File: src/common/boot_defs.svh
//
// boot copy configuration
// startup delay, copy length and the flash read command
//
`ifndef BOOT_DEFS_SVH
`define BOOT_DEFS_SVH

// ------------------------------------------------
// startup
// ------------------------------------------------

// idle clock cycles after reset before the flash is opened
`define STARTUP_WAIT_CYCLES 20

// ------------------------------------------------
// flash copy
// ------------------------------------------------

// bytes copied into burst RAM
// not a multiple of 8 so the last line goes out masked
`define FLASH_TRANSFER_BYTE_COUNT 44

`define FLASH_BASE_ADDR 24'h000000  // first flash byte read
`define FLASH_READ_CMD 8'h03  // plain SPI read, no dummy cycles

`endif

File: src/common/boot_pkg.sv
//
// boot control types
// sequencer states, counter values and the flash byte
//
`default_nettype none

package boot_pkg;

  // ------------------------------------------------
  // sequencer
  // ------------------------------------------------

  // boot sequence, one pass after reset
  typedef enum logic [2:0] {
    boot_wait,    // startup delay running
    boot_start,   // open flash, first request
    boot_stream,  // byte by byte copy
    boot_flush,   // push out partial last line
    boot_done     // copy finished, parked here
  } boot_state_e;

  // ------------------------------------------------
  // counting and data
  // ------------------------------------------------

  // startup cycles and remaining bytes share this width
  typedef logic [15:0] count_t;

  // one byte from flash_spi_reader to line_packer
  typedef logic [7:0] flash_byte_t;

endpackage

`default_nettype wire

File: src/common/mem_pkg.sv
//
// burst RAM types
// one 64-bit line per command, byte mask, byte address
//
`default_nettype none

package mem_pkg;

  // ------------------------------------------------
  // line layout
  // ------------------------------------------------

  // byte k of a line sits at bits 8k+7:8k
  typedef logic [63:0] line_data_t;

  // one bit per byte, 1 = byte left untouched
  typedef logic [7:0] line_mask_t;

  typedef logic [20:0] ram_addr_t;  // byte address

  // ------------------------------------------------
  // command
  // ------------------------------------------------

  // a single cycle with cmd_en high is one whole write
  // no ready from the RAM side
  typedef struct packed {
    logic cmd;               // 0: read, 1: write
    logic cmd_en;            // command valid this cycle
    ram_addr_t addr;         // line aligned
    line_data_t wr_data;
    line_mask_t data_mask;
  } br_req_t;

endpackage

`default_nettype wire

File: src/hdl/cycle_timer.sv
//
// loadable down counter
// counts to zero and parks there, zero flag while empty
//
`default_nettype none

module cycle_timer (
  input wire clk,
  input wire rst_n,

  input wire load,  // takes load_value this cycle
  input wire boot_pkg::count_t load_value,
  output logic zero
);

  import boot_pkg::*;

  count_t count_q;

  always_ff @(posedge clk) begin
    if (!rst_n) begin
      count_q <= '0;  // starts empty
    end else if (load) begin
      count_q <= load_value;  // load wins over decrement
    end else if (count_q != '0) begin
      count_q <= count_q - count_t'(1);
    end
  end

  // high in the cycle right after loading 0
  assign zero = (count_q == '0);

endmodule

`default_nettype wire

File: src/hdl/boot_fsm.sv
//
// boot sequencer
// startup wait, byte requests to the flash reader with back-pressure
// from the packer, final flush and the done flag
//
`default_nettype none
`include "boot_defs.svh"

module boot_fsm (
  input wire clk,
  input wire rst_n,

  output logic timer_load,
  output boot_pkg::count_t timer_value,
  input wire timer_zero,

  output logic flash_active,  // keeps chip select low
  output logic byte_req,      // one cycle pulse
  input wire byte_valid,
  input wire packer_busy,     // line write this cycle
  output logic flush,
  output logic boot_done
);

  import boot_pkg::*;

  boot_state_e state_q;
  logic armed_q;  // startup wait loaded
  logic check_q;  // cycle after an accepted byte
  logic hold_q;   // next request stalled by a write
  count_t bytes_left_q;
  logic last_byte;
  logic req_due;

  // timer was reloaded with the remaining count on the byte, so
  // zero here means that byte was the last one
  assign last_byte = check_q && timer_zero;
  assign req_due = (check_q && !timer_zero) || hold_q;

  // ------------------------------------------------
  // timer control
  // ------------------------------------------------
  always_comb begin
    timer_load = 1'b0;
    timer_value = count_t'(`STARTUP_WAIT_CYCLES - 1);  // first load lands one cycle late
    case (state_q)
      boot_wait: timer_load = !armed_q;
      boot_start: begin
        timer_load = 1'b1;
        timer_value = count_t'(`FLASH_TRANSFER_BYTE_COUNT);
      end
      boot_stream: begin
        timer_load = byte_valid;  // count down per byte
        timer_value = bytes_left_q - count_t'(1);
      end
      default: ;
    endcase
  end

  assign flash_active = (state_q == boot_start) || (state_q == boot_stream);
  // next request only once the packer is not writing
  assign byte_req = (state_q == boot_start) ||
                    ((state_q == boot_stream) && req_due && !packer_busy);
  // boot_done the port hides the enum literal of the same name
  assign boot_done = (state_q == boot_pkg::boot_done);

  // ------------------------------------------------
  // state
  // ------------------------------------------------
  always_ff @(posedge clk) begin
    if (!rst_n) begin
      state_q <= boot_wait;
      armed_q <= 1'b0;
      check_q <= 1'b0;
      hold_q <= 1'b0;
      flush <= 1'b0;
      bytes_left_q <= '0;
    end else begin
      check_q <= 1'b0;
      flush <= 1'b0;  // single pulse
      case (state_q)
        boot_wait: begin
          armed_q <= 1'b1;
          if (armed_q && timer_zero) state_q <= boot_start;
        end
        boot_start: begin
          bytes_left_q <= count_t'(`FLASH_TRANSFER_BYTE_COUNT);
          state_q <= boot_stream;
        end
        boot_stream: begin
          if (byte_valid) begin
            check_q <= 1'b1;
            bytes_left_q <= bytes_left_q - count_t'(1);
          end
          hold_q <= req_due && packer_busy;
          if (last_byte) begin
            // full last line is being written right now
            if ((`FLASH_TRANSFER_BYTE_COUNT % 8) != 0) begin
              state_q <= boot_flush;
              flush <= 1'b1;
            end else begin
              state_q <= boot_pkg::boot_done;
            end
          end
        end
        boot_flush: if (packer_busy) state_q <= boot_pkg::boot_done;  // masked write seen
        default: ;  // done, stay
      endcase
    end
  end

endmodule

`default_nettype wire

File: src/flash/flash_spi_reader.sv
//
// SPI flash reader in mode 0 with SCK at half the clock rate
// sends read opcode and 24-bit address, then one byte per request
//
`default_nettype none
`include "boot_defs.svh"

module flash_spi_reader (
  input wire clk,
  input wire rst_n,

  input wire flash_active,
  input wire byte_req,
  output logic byte_valid,
  output boot_pkg::flash_byte_t byte_data,

  output logic flash_clk,
  output logic flash_cs_n,
  output logic flash_mosi,
  input wire flash_miso
);

  import boot_pkg::*;

  logic xfer_q;  // bits still to clock
  logic hdr_q;   // header phase so nothing to hand out
  logic pend_q;  // request parked behind the header
  logic [5:0] bits_q;
  logic [31:0] tx_q;
  flash_byte_t rx_q;
  logic open_frame;
  logic sample;
  logic shift;

  assign open_frame = flash_active && flash_cs_n;
  // rising SCK edge where miso is stable since the last falling one
  assign sample = flash_active && !flash_cs_n && xfer_q && !flash_clk;
  // falling SCK edge moves mosi on
  assign shift = flash_active && !flash_cs_n && xfer_q && flash_clk && (bits_q != '0);

  // ------------------------------------------------
  // control
  // ------------------------------------------------
  always_ff @(posedge clk) begin
    if (!rst_n) begin
      flash_cs_n <= 1'b1;
      flash_clk <= 1'b0;
      flash_mosi <= 1'b0;
      xfer_q <= 1'b0;
      hdr_q <= 1'b0;
      pend_q <= 1'b0;
      bits_q <= '0;
      byte_valid <= 1'b0;
    end else begin
      byte_valid <= 1'b0;
      if (byte_req) pend_q <= 1'b1;
      if (!flash_active) begin  // frame closed
        flash_cs_n <= 1'b1;
        flash_clk <= 1'b0;
        flash_mosi <= 1'b0;
        xfer_q <= 1'b0;
        pend_q <= 1'b0;
      end else if (open_frame) begin
        flash_cs_n <= 1'b0;
        flash_mosi <= 1'(`FLASH_READ_CMD >> 7);  // opcode msb first
        xfer_q <= 1'b1;
        hdr_q <= 1'b1;
        bits_q <= 6'd32;  // opcode + address
      end else if (sample) begin
        flash_clk <= 1'b1;
        bits_q <= bits_q - 6'd1;
        if (!hdr_q && bits_q == 6'd1) byte_valid <= 1'b1;
      end else if (shift) begin
        flash_clk <= 1'b0;
        flash_mosi <= tx_q[31];
      end else begin
        // idle, or last falling edge of header or byte
        flash_clk <= 1'b0;
        flash_mosi <= 1'b0;
        xfer_q <= byte_req || pend_q;
        if (byte_req || pend_q) begin
          hdr_q <= 1'b0;
          bits_q <= 6'd8;
          pend_q <= 1'b0;
        end
      end
    end
  end

  // ------------------------------------------------
  // shift registers
  // ------------------------------------------------
  always_ff @(posedge clk) begin
    if (open_frame) tx_q <= {`FLASH_READ_CMD, `FLASH_BASE_ADDR} << 1;
    else if (shift) tx_q <= {tx_q[30:0], 1'b0};
    if (sample) rx_q <= {rx_q[6:0], flash_miso};
    if (sample && !hdr_q && bits_q == 6'd1) byte_data <= {rx_q[6:0], flash_miso};
  end

endmodule

`default_nettype wire

File: src/hdl/line_packer.sv
//
// line packer
// collects flash bytes little endian into a 64-bit line and writes
// each line to burst RAM, last partial line with its byte mask set
//
`default_nettype none

module line_packer (
  input wire clk,
  input wire rst_n,

  input wire byte_valid,
  input wire boot_pkg::flash_byte_t byte_data,
  input wire flush,  // write whatever is held

  output logic busy,  // write going out this cycle
  output mem_pkg::br_req_t br_req
);

  import mem_pkg::*;

  logic [2:0] fill_q;  // bytes held, wraps at 8
  logic wr_q;
  ram_addr_t line_addr_q;  // address of the next write
  line_data_t line_q;
  line_mask_t mask_q;
  line_mask_t lane_valid;
  line_data_t wr_data;

  // bytes 0 .. fill-1 hold data
  assign lane_valid = (line_mask_t'(1) << fill_q) - line_mask_t'(1);

  // ------------------------------------------------
  // fill level and write strobe
  // ------------------------------------------------
  always_ff @(posedge clk) begin
    if (!rst_n) begin
      fill_q <= '0;
      wr_q <= 1'b0;
      line_addr_q <= '0;
    end else begin
      wr_q <= 1'b0;
      if (wr_q) line_addr_q <= line_addr_q + ram_addr_t'(8);  // step after each line
      if (byte_valid) begin
        fill_q <= fill_q + 3'd1;
        if (fill_q == 3'd7) wr_q <= 1'b1;  // eighth byte
      end else if (flush) begin
        fill_q <= '0;
        wr_q <= 1'b1;
      end
    end
  end

  // ------------------------------------------------
  // line data
  // ------------------------------------------------
  always_ff @(posedge clk) begin
    if (byte_valid) line_q[{fill_q, 3'b000} +: 8] <= byte_data;
    if (byte_valid && fill_q == 3'd7) begin
      mask_q <= '0;  // full line
    end else if (flush) begin
      mask_q <= ~lane_valid;  // bytes never filled
    end
  end

  // masked lanes go out as zero instead of stale bytes
  always_comb begin
    for (int k = 0; k < 8; k++) begin
      wr_data[8*k +: 8] = mask_q[k] ? 8'h00 : line_q[8*k +: 8];
    end
  end

  assign busy = wr_q;
  assign br_req = '{
    cmd: 1'b1,  // writes only
    cmd_en: wr_q,
    addr: line_addr_q,
    wr_data: wr_data,
    data_mask: mask_q
  };

endmodule

`default_nettype wire

File: src/hdl/boot_top.sv
//
// boot copy top level
// copies the start of SPI flash into burst RAM after reset
//
`default_nettype none

module boot_top (
  input wire clk,
  input wire rst_n,

  output logic [5:0] led,

  output logic flash_clk,
  input wire flash_miso,
  output logic flash_mosi,
  output logic flash_cs_n,

  // burst RAM wiring, write side only
  output logic br_cmd,  // 1: write
  output logic br_cmd_en,
  output mem_pkg::ram_addr_t br_addr,
  output mem_pkg::line_data_t br_wr_data,
  output mem_pkg::line_mask_t br_data_mask
);

  import boot_pkg::*;
  import mem_pkg::*;

  // ------------------------------------------------
  // sequencing
  // ------------------------------------------------
  logic timer_load;
  count_t timer_value;
  logic timer_zero;
  logic flash_active;
  logic byte_req;
  logic byte_valid;
  flash_byte_t byte_data;
  logic flush;
  logic packer_busy;
  logic boot_done;
  br_req_t br_req;

  cycle_timer cycle_timer (
    .clk,
    .rst_n,
    .load(timer_load),
    .load_value(timer_value),
    .zero(timer_zero)
  );

  boot_fsm boot_fsm (
    .clk,
    .rst_n,
    .timer_load,
    .timer_value,
    .timer_zero,
    .flash_active,
    .byte_req,
    .byte_valid,
    .packer_busy,
    .flush,
    .boot_done
  );

  // ------------------------------------------------
  // data path
  // ------------------------------------------------
  flash_spi_reader flash_spi_reader (
    .clk,
    .rst_n,
    .flash_active,
    .byte_req,
    .byte_valid,
    .byte_data,
    .flash_clk,
    .flash_cs_n,
    .flash_mosi,
    .flash_miso
  );

  line_packer line_packer (
    .clk,
    .rst_n,
    .byte_valid,
    .byte_data,
    .flush,
    .busy(packer_busy),
    .br_req
  );

  // struct out to the br_ pins
  assign br_cmd = br_req.cmd;
  assign br_cmd_en = br_req.cmd_en;
  assign br_addr = br_req.addr;
  assign br_wr_data = br_req.wr_data;
  assign br_data_mask = br_req.data_mask;

  assign led[0] = boot_done;
  assign led[4:1] = br_req.addr[6:3];  // line number, low nibble
  assign led[5] = ~packer_busy;

endmodule

`default_nettype wire

File: config.mk
export PLATFORM = sky130hd
export DESIGN_NAME = boot_top
export DESIGN_NICKNAME = d
export VERILOG_FILES = /design/src/common/boot_pkg.sv /design/src/common/mem_pkg.sv /design/src/hdl/cycle_timer.sv /design/src/hdl/boot_fsm.sv /design/src/flash/flash_spi_reader.sv /design/src/hdl/line_packer.sv /design/src/hdl/boot_top.sv
export VERILOG_INCLUDE_DIRS = /design/src /design/src/common
export SDC_FILE = /design/constraint.sdc
export NUM_CORES = 1
export LEC_CHECK = 0
export ABC_CLOCK_PERIOD_IN_PS = 4300
export BUFFER_PORTS_ARGS = -buffer_cell sky130_fd_sc_hd__clkbuf_2
export CORE_ASPECT_RATIO = 1.2
export CORE_MARGIN = 2
export CORE_UTILIZATION = 39
export DETAILED_ROUTE_END_ITERATION = 10
export PLACE_DENSITY_LB_ADDON = 0.12
export SLEW_MARGIN = 20
export SYNTH_ARGS = -nofsm -noshare
export SYNTH_HDL_FRONTEND = slang
export SYNTH_SLANG_ARGS = --single-unit
File: constraint.sdc
create_clock -name clk -period 4.3 [get_ports clk]
set_input_delay 0.86 -clock clk [delete_from_list [all_inputs] [get_ports clk]]
set_output_delay 0.86 -clock clk [all_outputs]
set_load 0.02 [all_outputs]
==> impl_metrics.toml, run 1 <==
[pwr]
p_leak_nw = 3.51
power_density_nw_per_um2 = 476
p_total_mw = 4.39
ir_worst_vdd_mv = 0.397

[timing]
finalClockSkew_ns = 0.00709
final-hold-violation-count = 0
relSlewSlack_pct = 32.7
worst_pin_slew_ns = 1.01
finalCritPeriodShare_pct = 69.2
fmax_ghz = 0.336
fin_setup_tns_ns = 0
rsz0062_at_grt = "false"
drv_slew = 0
final-setup-viol-count = 0
fin_crit_ns = 2.97
setup_ws_ns = 1.33

[logic_synthesis]
synth_top_area_share_pct = 29.8
yosysSeqAreaShare_pct = 52.2
yosys.area.top_type = "edfxtp_1"
synth_area_um2 = 7970
synth_edf_count = 79
synth_top_cells_by_count = "dfxtp_1, edfxtp_1, nor2_1"
avgSynthCellArea_um2 = 10.2
yosys.cell_count.top_type = "dfxtp_1"
synth_seq_cells = 168
async_flop_share_pct = 0
netlist_instances = 782
ys.flop_type = "dfxtp_1"
ys_warn_count = 0
synth_cell_types = 67
yosys-top-cells-area = "edfxtp_1, dfxtp_1, nor2b_1"

[route]
ant_nets = 0
dr.pass1.iters = 5
drt-wirelength-per-cell_um = 15.6
drt_iter0_drc = 349
via_per_inst = 5.08
route.detailed.drc = 0
via_count = 5844
routed_wl_um = 17900

[min_path]
min_path_type = "register to register"
hold_path_depth = 0
worstHoldEndpoint = "flash_spi_reader.byte_data[7]"
min_from = "flash_spi_reader.rx_q[6]"

[worst_setup_path]
start_kind = "register"
end_kind = "register"
critPathMaxFanout = 9
regToRegEndpoint = "line_packer.line_q[53]"
worst-setup-path-type = "register to register"
reg2reg_from = "line_packer.fill_q[0]"
ff2ff_setup_slack_ns = 1.33
reg2reg_depth = 6
cp.arrival_ns = 3.07
worstPathRequired_ns = 4.39

[floorplanning]
coreArea_um2 = 20100
dieArea_um2 = 21600
rows = 57
start_util_pct = 39.6
dieWidth_um = 134
die_h_um = 161
io_pins = 107

[run_status]
outcome = "complete, no violations"

[job]
maxCapViolations = 0

[cells_and_area]
area_delta_synth_final_pct = 15.9
final_cell_area_um2 = 9230
diodes = 0
fillers = 1947
nets = 891
drive_above_1_share_pct = 17.7

[grt]
globalRouteTotalUtil_pct = 17.1
grt_pass1_vias = 5630
overflow = 0
grt_max_degree = 21
grt_pass1_wl_um = 29300
grt_antenna_before_repair = 0

[clock_network]
cts.clk_slew.worst_paths_ns = 0.07
cts_buffers = 17
cts_max_level = 4
cts_hold_buf = 0
cts.root.buffer_cell = "clkbuf_16"
postCtsSetupBuffers = 0
clk_latency_ns = 0.42
clk_path_buf_depth = 2
cts_tree = "yes"
clock_sinks = 168
post_cts_resized = 0

[placed_design]
dp_slack_ns = 1.11
hpwl_um = 13200
gp_congestion = 0.875
placed_area_um2 = 8660
io_buffers = 102
[worst max-delay path: stages (launching register included)]
cell	delay (ns)
dfxtp_1	0.52
inv_1	0.13
ha_1	0.26
ha_1	0.35
nand2b_1	0.22
nor4_1	0.74
and2_1	0.43
[cells in the final DEF (no fill, tap or decap), drive strengths merged, types with 5 or more instances in the layout]
master,count
clkbuf,119
dfxtp,89
edfxtp,79
nor2,78
nor2b,70
and2,64
nand2,53
a21oi,35
xnor2,25
o21ai,25
inv,25
nor3,21
xor2,18
mux2i,16
ha,16
or3,14
nor4,14
nand3,12
nand2b,9
a311oi,7
o22ai,7
a31oi,6
o32ai,6
a211oi,6
clkinv,6
nor3b,5
[metrics by stage]
stage	hold slack [ns]	cells	util, %
floorplan	0.400	784	-
global placement	0.404	1118	43.1
detailed placement	0.406	1118	43.1
CTS	0.422	1150	45.9
global route	0.438	1150	45.9
finish	0.420	1150	45.9
[cell families (layout without fill, tap and decap cells)]
group / Yosys count / count (layout) / synth area share (%)
compound gates: 115 / 115 / 9.25
xor+xnor: 43 / 43 / 4.73
fa+ha+maj: 16 / 16 / 2.51
buf+inv: 56 / 157 / 3.16
flops: 168 / 168 / 52.2
mux: 17 / 17 / 2.15
other cells: 2 / 4 / 0.0943
simple gates: 365 / 365 / 26.0
[power by group]
part           switching (mW)  internal [mW]
Clock                   0.663          0.810
Sequential              0.120           1.75
Combinational           0.634          0.419
[how the worst max path moves through the flow]
stage                                   to  slack, ns  cells after the start                  start
floorplan            line_packer.line_q[0]       1.47                      7  line_packer.fill_q[0]
global placement     line_packer.line_q[2]       1.29                      6  line_packer.fill_q[0]
detailed placement   line_packer.line_q[4]       1.11                      6  line_packer.fill_q[0]
CTS                  line_packer.line_q[0]       1.07                      6  line_packer.fill_q[0]
global route        line_packer.line_q[53]       0.96                      6  line_packer.fill_q[0]
finish              line_packer.line_q[53]       1.33                      6  line_packer.fill_q[0]
[registers in the layout, summed over array words and instances (netlist names)]
signal                       flops
flash_spi_reader.tx_q            7
flash_spi_reader.xfer_q          1
flash_spi_reader.byte_data       8
boot_fsm.state_q                 3
line_packer.fill_q               3
flash_spi_reader.flash_cs_n      1
line_packer.mask_q               8
flash_spi_reader.rx_q            7
cycle_timer.count_q             16
flash_spi_reader.flash_mosi      1
boot_fsm.armed_q                 1
line_packer.line_addr_q         18
boot_fsm.flush                   1
flash_spi_reader.hdr_q           1
boot_fsm.check_q                 1
boot_fsm.bytes_left_q           16
boot_fsm.hold_q                  1
flash_spi_reader.bits_q          6
line_packer.line_q              64
flash_spi_reader.pend_q          1
line_packer.busy                 1
flash_spi_reader.byte_valid      1
flash_spi_reader.flash_clk       1
[layout make-up]
class | count | area [µm²] | share of cell area, %
Timing Repair Buffer | 105 | 533 | 5.77
Multi-Input combinational cell | 560 | 3570 | 38.7
Inverter | 20 | 75.1 | 0.813
Sequential cell | 168 | 4150 | 45.0
Clock inverter | 15 | 141 | 1.53
Clock buffer | 17 | 425 | 4.61
Tap cell | 265 | 332 | 3.59
[metal layers]
layer | global-route usage [%] | vias up | part of all wire [%] | wire length (µm)
met5 | 0 | - | 0 | 0
met2 | 31.1 | 123 | 53 | 9480
met4 | 5.74 | 0 | 2.1 | 372
met1 | 20.0 | 2791 | 42 | 7470
li1 | - | 2904 | - | -
met3 | 3.38 | 26 | 3.4 | 603
(Power assumes the default switching activity.)
==> run 2: changes to the inputs <==
- ABC_AREA: unset -> 1
- ABC_CLOCK_PERIOD_IN_PS: 4300 -> 3000
- clock period: 4.3 -> 3 ns (I/O delays scaled with it)
==> run 2 against run 1 <==
  * Design area up 1.1%
  * Power up 53%
  * Sequential share of layout area fell by 0.48 points
  * Worst setup slack lost 0.94 ns
  * Synthesized area stayed put
  * Sequential cell count unchanged
  * First-iteration DRC count grew 15%
  * Worst hold slack worse by 0.0052 ns
  * Critical path depth increased by 1
  * Die area unchanged
  * Largest cell class unchanged
  * Utilization grew 0.49 points
==> impl_metrics.toml, run 2 <==
[run_status]
outcome = "complete, no violations"

[worst_setup_path]
path_cells = "inv_1 > ha_1 > ha_1 > buf_4 > nor2_1 > nand2_1 > nor2_1"
worst-setup-path-type = "register to register"
critPathMaxFanout = 19
start_kind = "register"
worstPathRequired_ns = 3.06
cp.arrival_ns = 2.67
crit_slowest_cell = "nor2_1"
end_kind = "register"
critPathMaxStageDelay_ns = 0.54

[grt]
grt_pass1_wl_um = 28200
grt_pass1_vias = 5769
grt_max_degree = 33
overflow = 0
grt_antenna_before_repair = 0
globalRouteTotalUtil_pct = 16.4

[route]
via_per_inst = 4.56
via_count = 6193
route.detailed.drc = 0
dr.pass1.iters = 4
drt-wirelength-per-cell_um = 12.6
ant_nets = 0
drt_iter0_drc = 400
routed_wl_um = 17100

[logic_synthesis]
ys.flop_type = "dfxtp_1"
synth_top_area_share_pct = 29.8
synthXorXnorAreaFrac_pct = 2.75
synth_cell_types = 45
avgSynthCellArea_um2 = 8.12
netlist_instances = 981
synth_area_um2 = 7970
synth-compound-area-share_pct = 7.96
synthMuxAreaShare_pct = 0
ys_warn_count = 0
synth_fa_ha_area_share_pct = 2.51
synth_seq_cells = 168
async_flop_share_pct = 0
yosys-top-cells-area = "edfxtp_1, dfxtp_1, nor2_1"
synthSimpleGateAreaFrac_pct = 24.3
synth_edf_count = 79
synth_top_family_by_area = "simple AND/OR/NAND/NOR gates"
yosys.area.top_type = "edfxtp_1"
yosysSeqAreaShare_pct = 52.2
yosys.cell_count.top_type = "nor2_1"
synth_top_cells_by_count = "nor2_1, inv_1, nand2_1"

[pwr]
p_leak_nw = 4.21
p_sw_share_pct = 34.8
power_density_nw_per_um2 = 720
p_int_mw = 4.38
p_switching_mw = 2.34
seq_power_share_pct = 40.5
p_total_mw = 6.72
ir_worst_vdd_mv = 0.398
p_clk_share_pct = 32.7
p_comb_share_pct = 26.8

[cells_and_area]
drive_above_1_share_pct = 15.9
diodes = 0
top_regs = "line_packer.line_q: 64 flops, line_packer.line_addr_q: 18 flops"
nets = 1098
layout_commonest_cell = "nor2_1"
area_delta_synth_final_pct = 17.2
fillers = 2030
final_cell_mix = "nor2_1, inv_1, nand2_1"
regMostFlops = "line_packer.line_q"
largest_register_ffs = 64

[timing]
finalClockSkew_ns = 0.0131
finalCritPeriodShare_pct = 87.0
rsz0062_at_grt = "false"
fin_crit_ns = 2.61
worst_pin_slew_ns = 0.621
fmax_ghz = 0.383
fin_setup_tns_ns = 0
relSlewSlack_pct = 58.4
final-setup-viol-count = 0
final-hold-violation-count = 0
drv_slew = 0

[clock_network]
cts_hold_buf = 0
clk_path_buf_depth = 2
clock_sinks = 168
cts_tree = "yes"
post_cts_resized = 0
clk_latency_ns = 0.43
cts_buffers = 17
cts.root.buffer_cell = "clkbuf_16"
postCtsSetupBuffers = 0
cts_max_level = 4
cts.clk_slew.worst_paths_ns = 0.07

[min_path]
min_path_type = "input pin to register"

[floorplanning]
die_h_um = 161
io_pins = 107
dieArea_um2 = 21600
coreArea_um2 = 20100
rows = 57
start_util_pct = 39.6
dieWidth_um = 134

[placed_design]
gp_congestion = 0.807
io_buffers = 102
hpwl_um = 12800

[job]
maxCapViolations = 0
[run 2: cell count changes after synthesis, moves of 19 or more]
cell,previous run,this run
and2_1,64,0
xnor2_1,25,6
nor2_1,77,226
nor2b_1,70,0
a21oi_1,35,61
inv_1,18,160
nand2_1,53,130
[run 2: cell type report]
type / instances / area, µm² / share of cell area [%]
Sequential cell: 168 / 4150 / 44.5
Multi-Input combinational cell: 610 / 3010 / 32.2
Inverter: 168 / 631 / 6.76
Timing Repair Buffer: 114 / 613 / 6.57
Clock buffer: 17 / 425 / 4.56
Tap cell: 265 / 332 / 3.55
Clock inverter: 15 / 171 / 1.84
[run 2: layer usage]
| metal | share of wire (%) | global-route usage (%) | routed length, µm | vias to the layer above |
|---|---|---|---|---|
| met2 | 50 | 28.0 | 8560 | 87 |
| li1 | - | - | - | 3301 |
| met3 | 2.3 | 3.38 | 401 | 10 |
| met1 | 47 | 20.6 | 8000 | 2795 |
| met4 | 0.91 | 5.93 | 155 | 0 |
| met5 | 0 | 0 | 0 | - |
[run 2: cells by family (layout without fill, tap and decap cells)]
group	count (synthesis)	count (layout)
AO/OA/AOI/OAI	114	114
flip-flops	168	168
buffers and inverters	205	314
adder cells (fa/ha/maj)	16	16
other	2	4
XOR/XNOR	25	25
AND/OR/NAND/NOR	451	451
[run 2: power groups by stage]
stage               Combinational (mW)  Clock, mW  Sequential [mW]
floorplan                         1.46          0             2.73
global placement                  1.80          0             2.77
detailed placement                1.80          0             2.77
CTS                               1.82       2.27             2.72
global route                      2.08       2.35             2.75
finish                            1.80       2.19             2.72
[run 2: per-stage QoR]
stage | util, % | std cells | hold slack, ns | area (µm²) | setup WS, ns
detailed placement | 43.4 | 1325 | 0.414 | 8740 | 0.362
global route | 46.4 | 1357 | 0.393 | 9330 | 0.175
global placement | 43.4 | 1325 | 0.407 | 8740 | 0.439
floorplan | - | 983 | 0.400 | 7970 | 0.434
finish | 46.4 | 1357 | 0.415 | 9330 | 0.389
CTS | 46.4 | 1357 | 0.390 | 9330 | 0.348
[run 2: critical path, delay by kind of cell, from the launching register on]
family	cells	cell delay (ns)
adders and majority gates	2	0.56
buffers and inverters	2	0.37
DFF	1	0.48
and+or+nand+nor	3	0.83
[run 2: worst paths after layout]
kind	start	to	slack (ns)	cells past startpoint
hold reg to reg	flash_spi_reader.rx_q[6]	flash_spi_reader.byte_data[7]	0.43	0
hold / removal	flash_miso	flash_spi_reader.byte_data[0]	0.41	1
setup reg to reg	line_packer.fill_q[0]	line_packer.line_q[55]	0.39	7
setup / recovery	line_packer.fill_q[0]	line_packer.line_q[55]	0.39	7
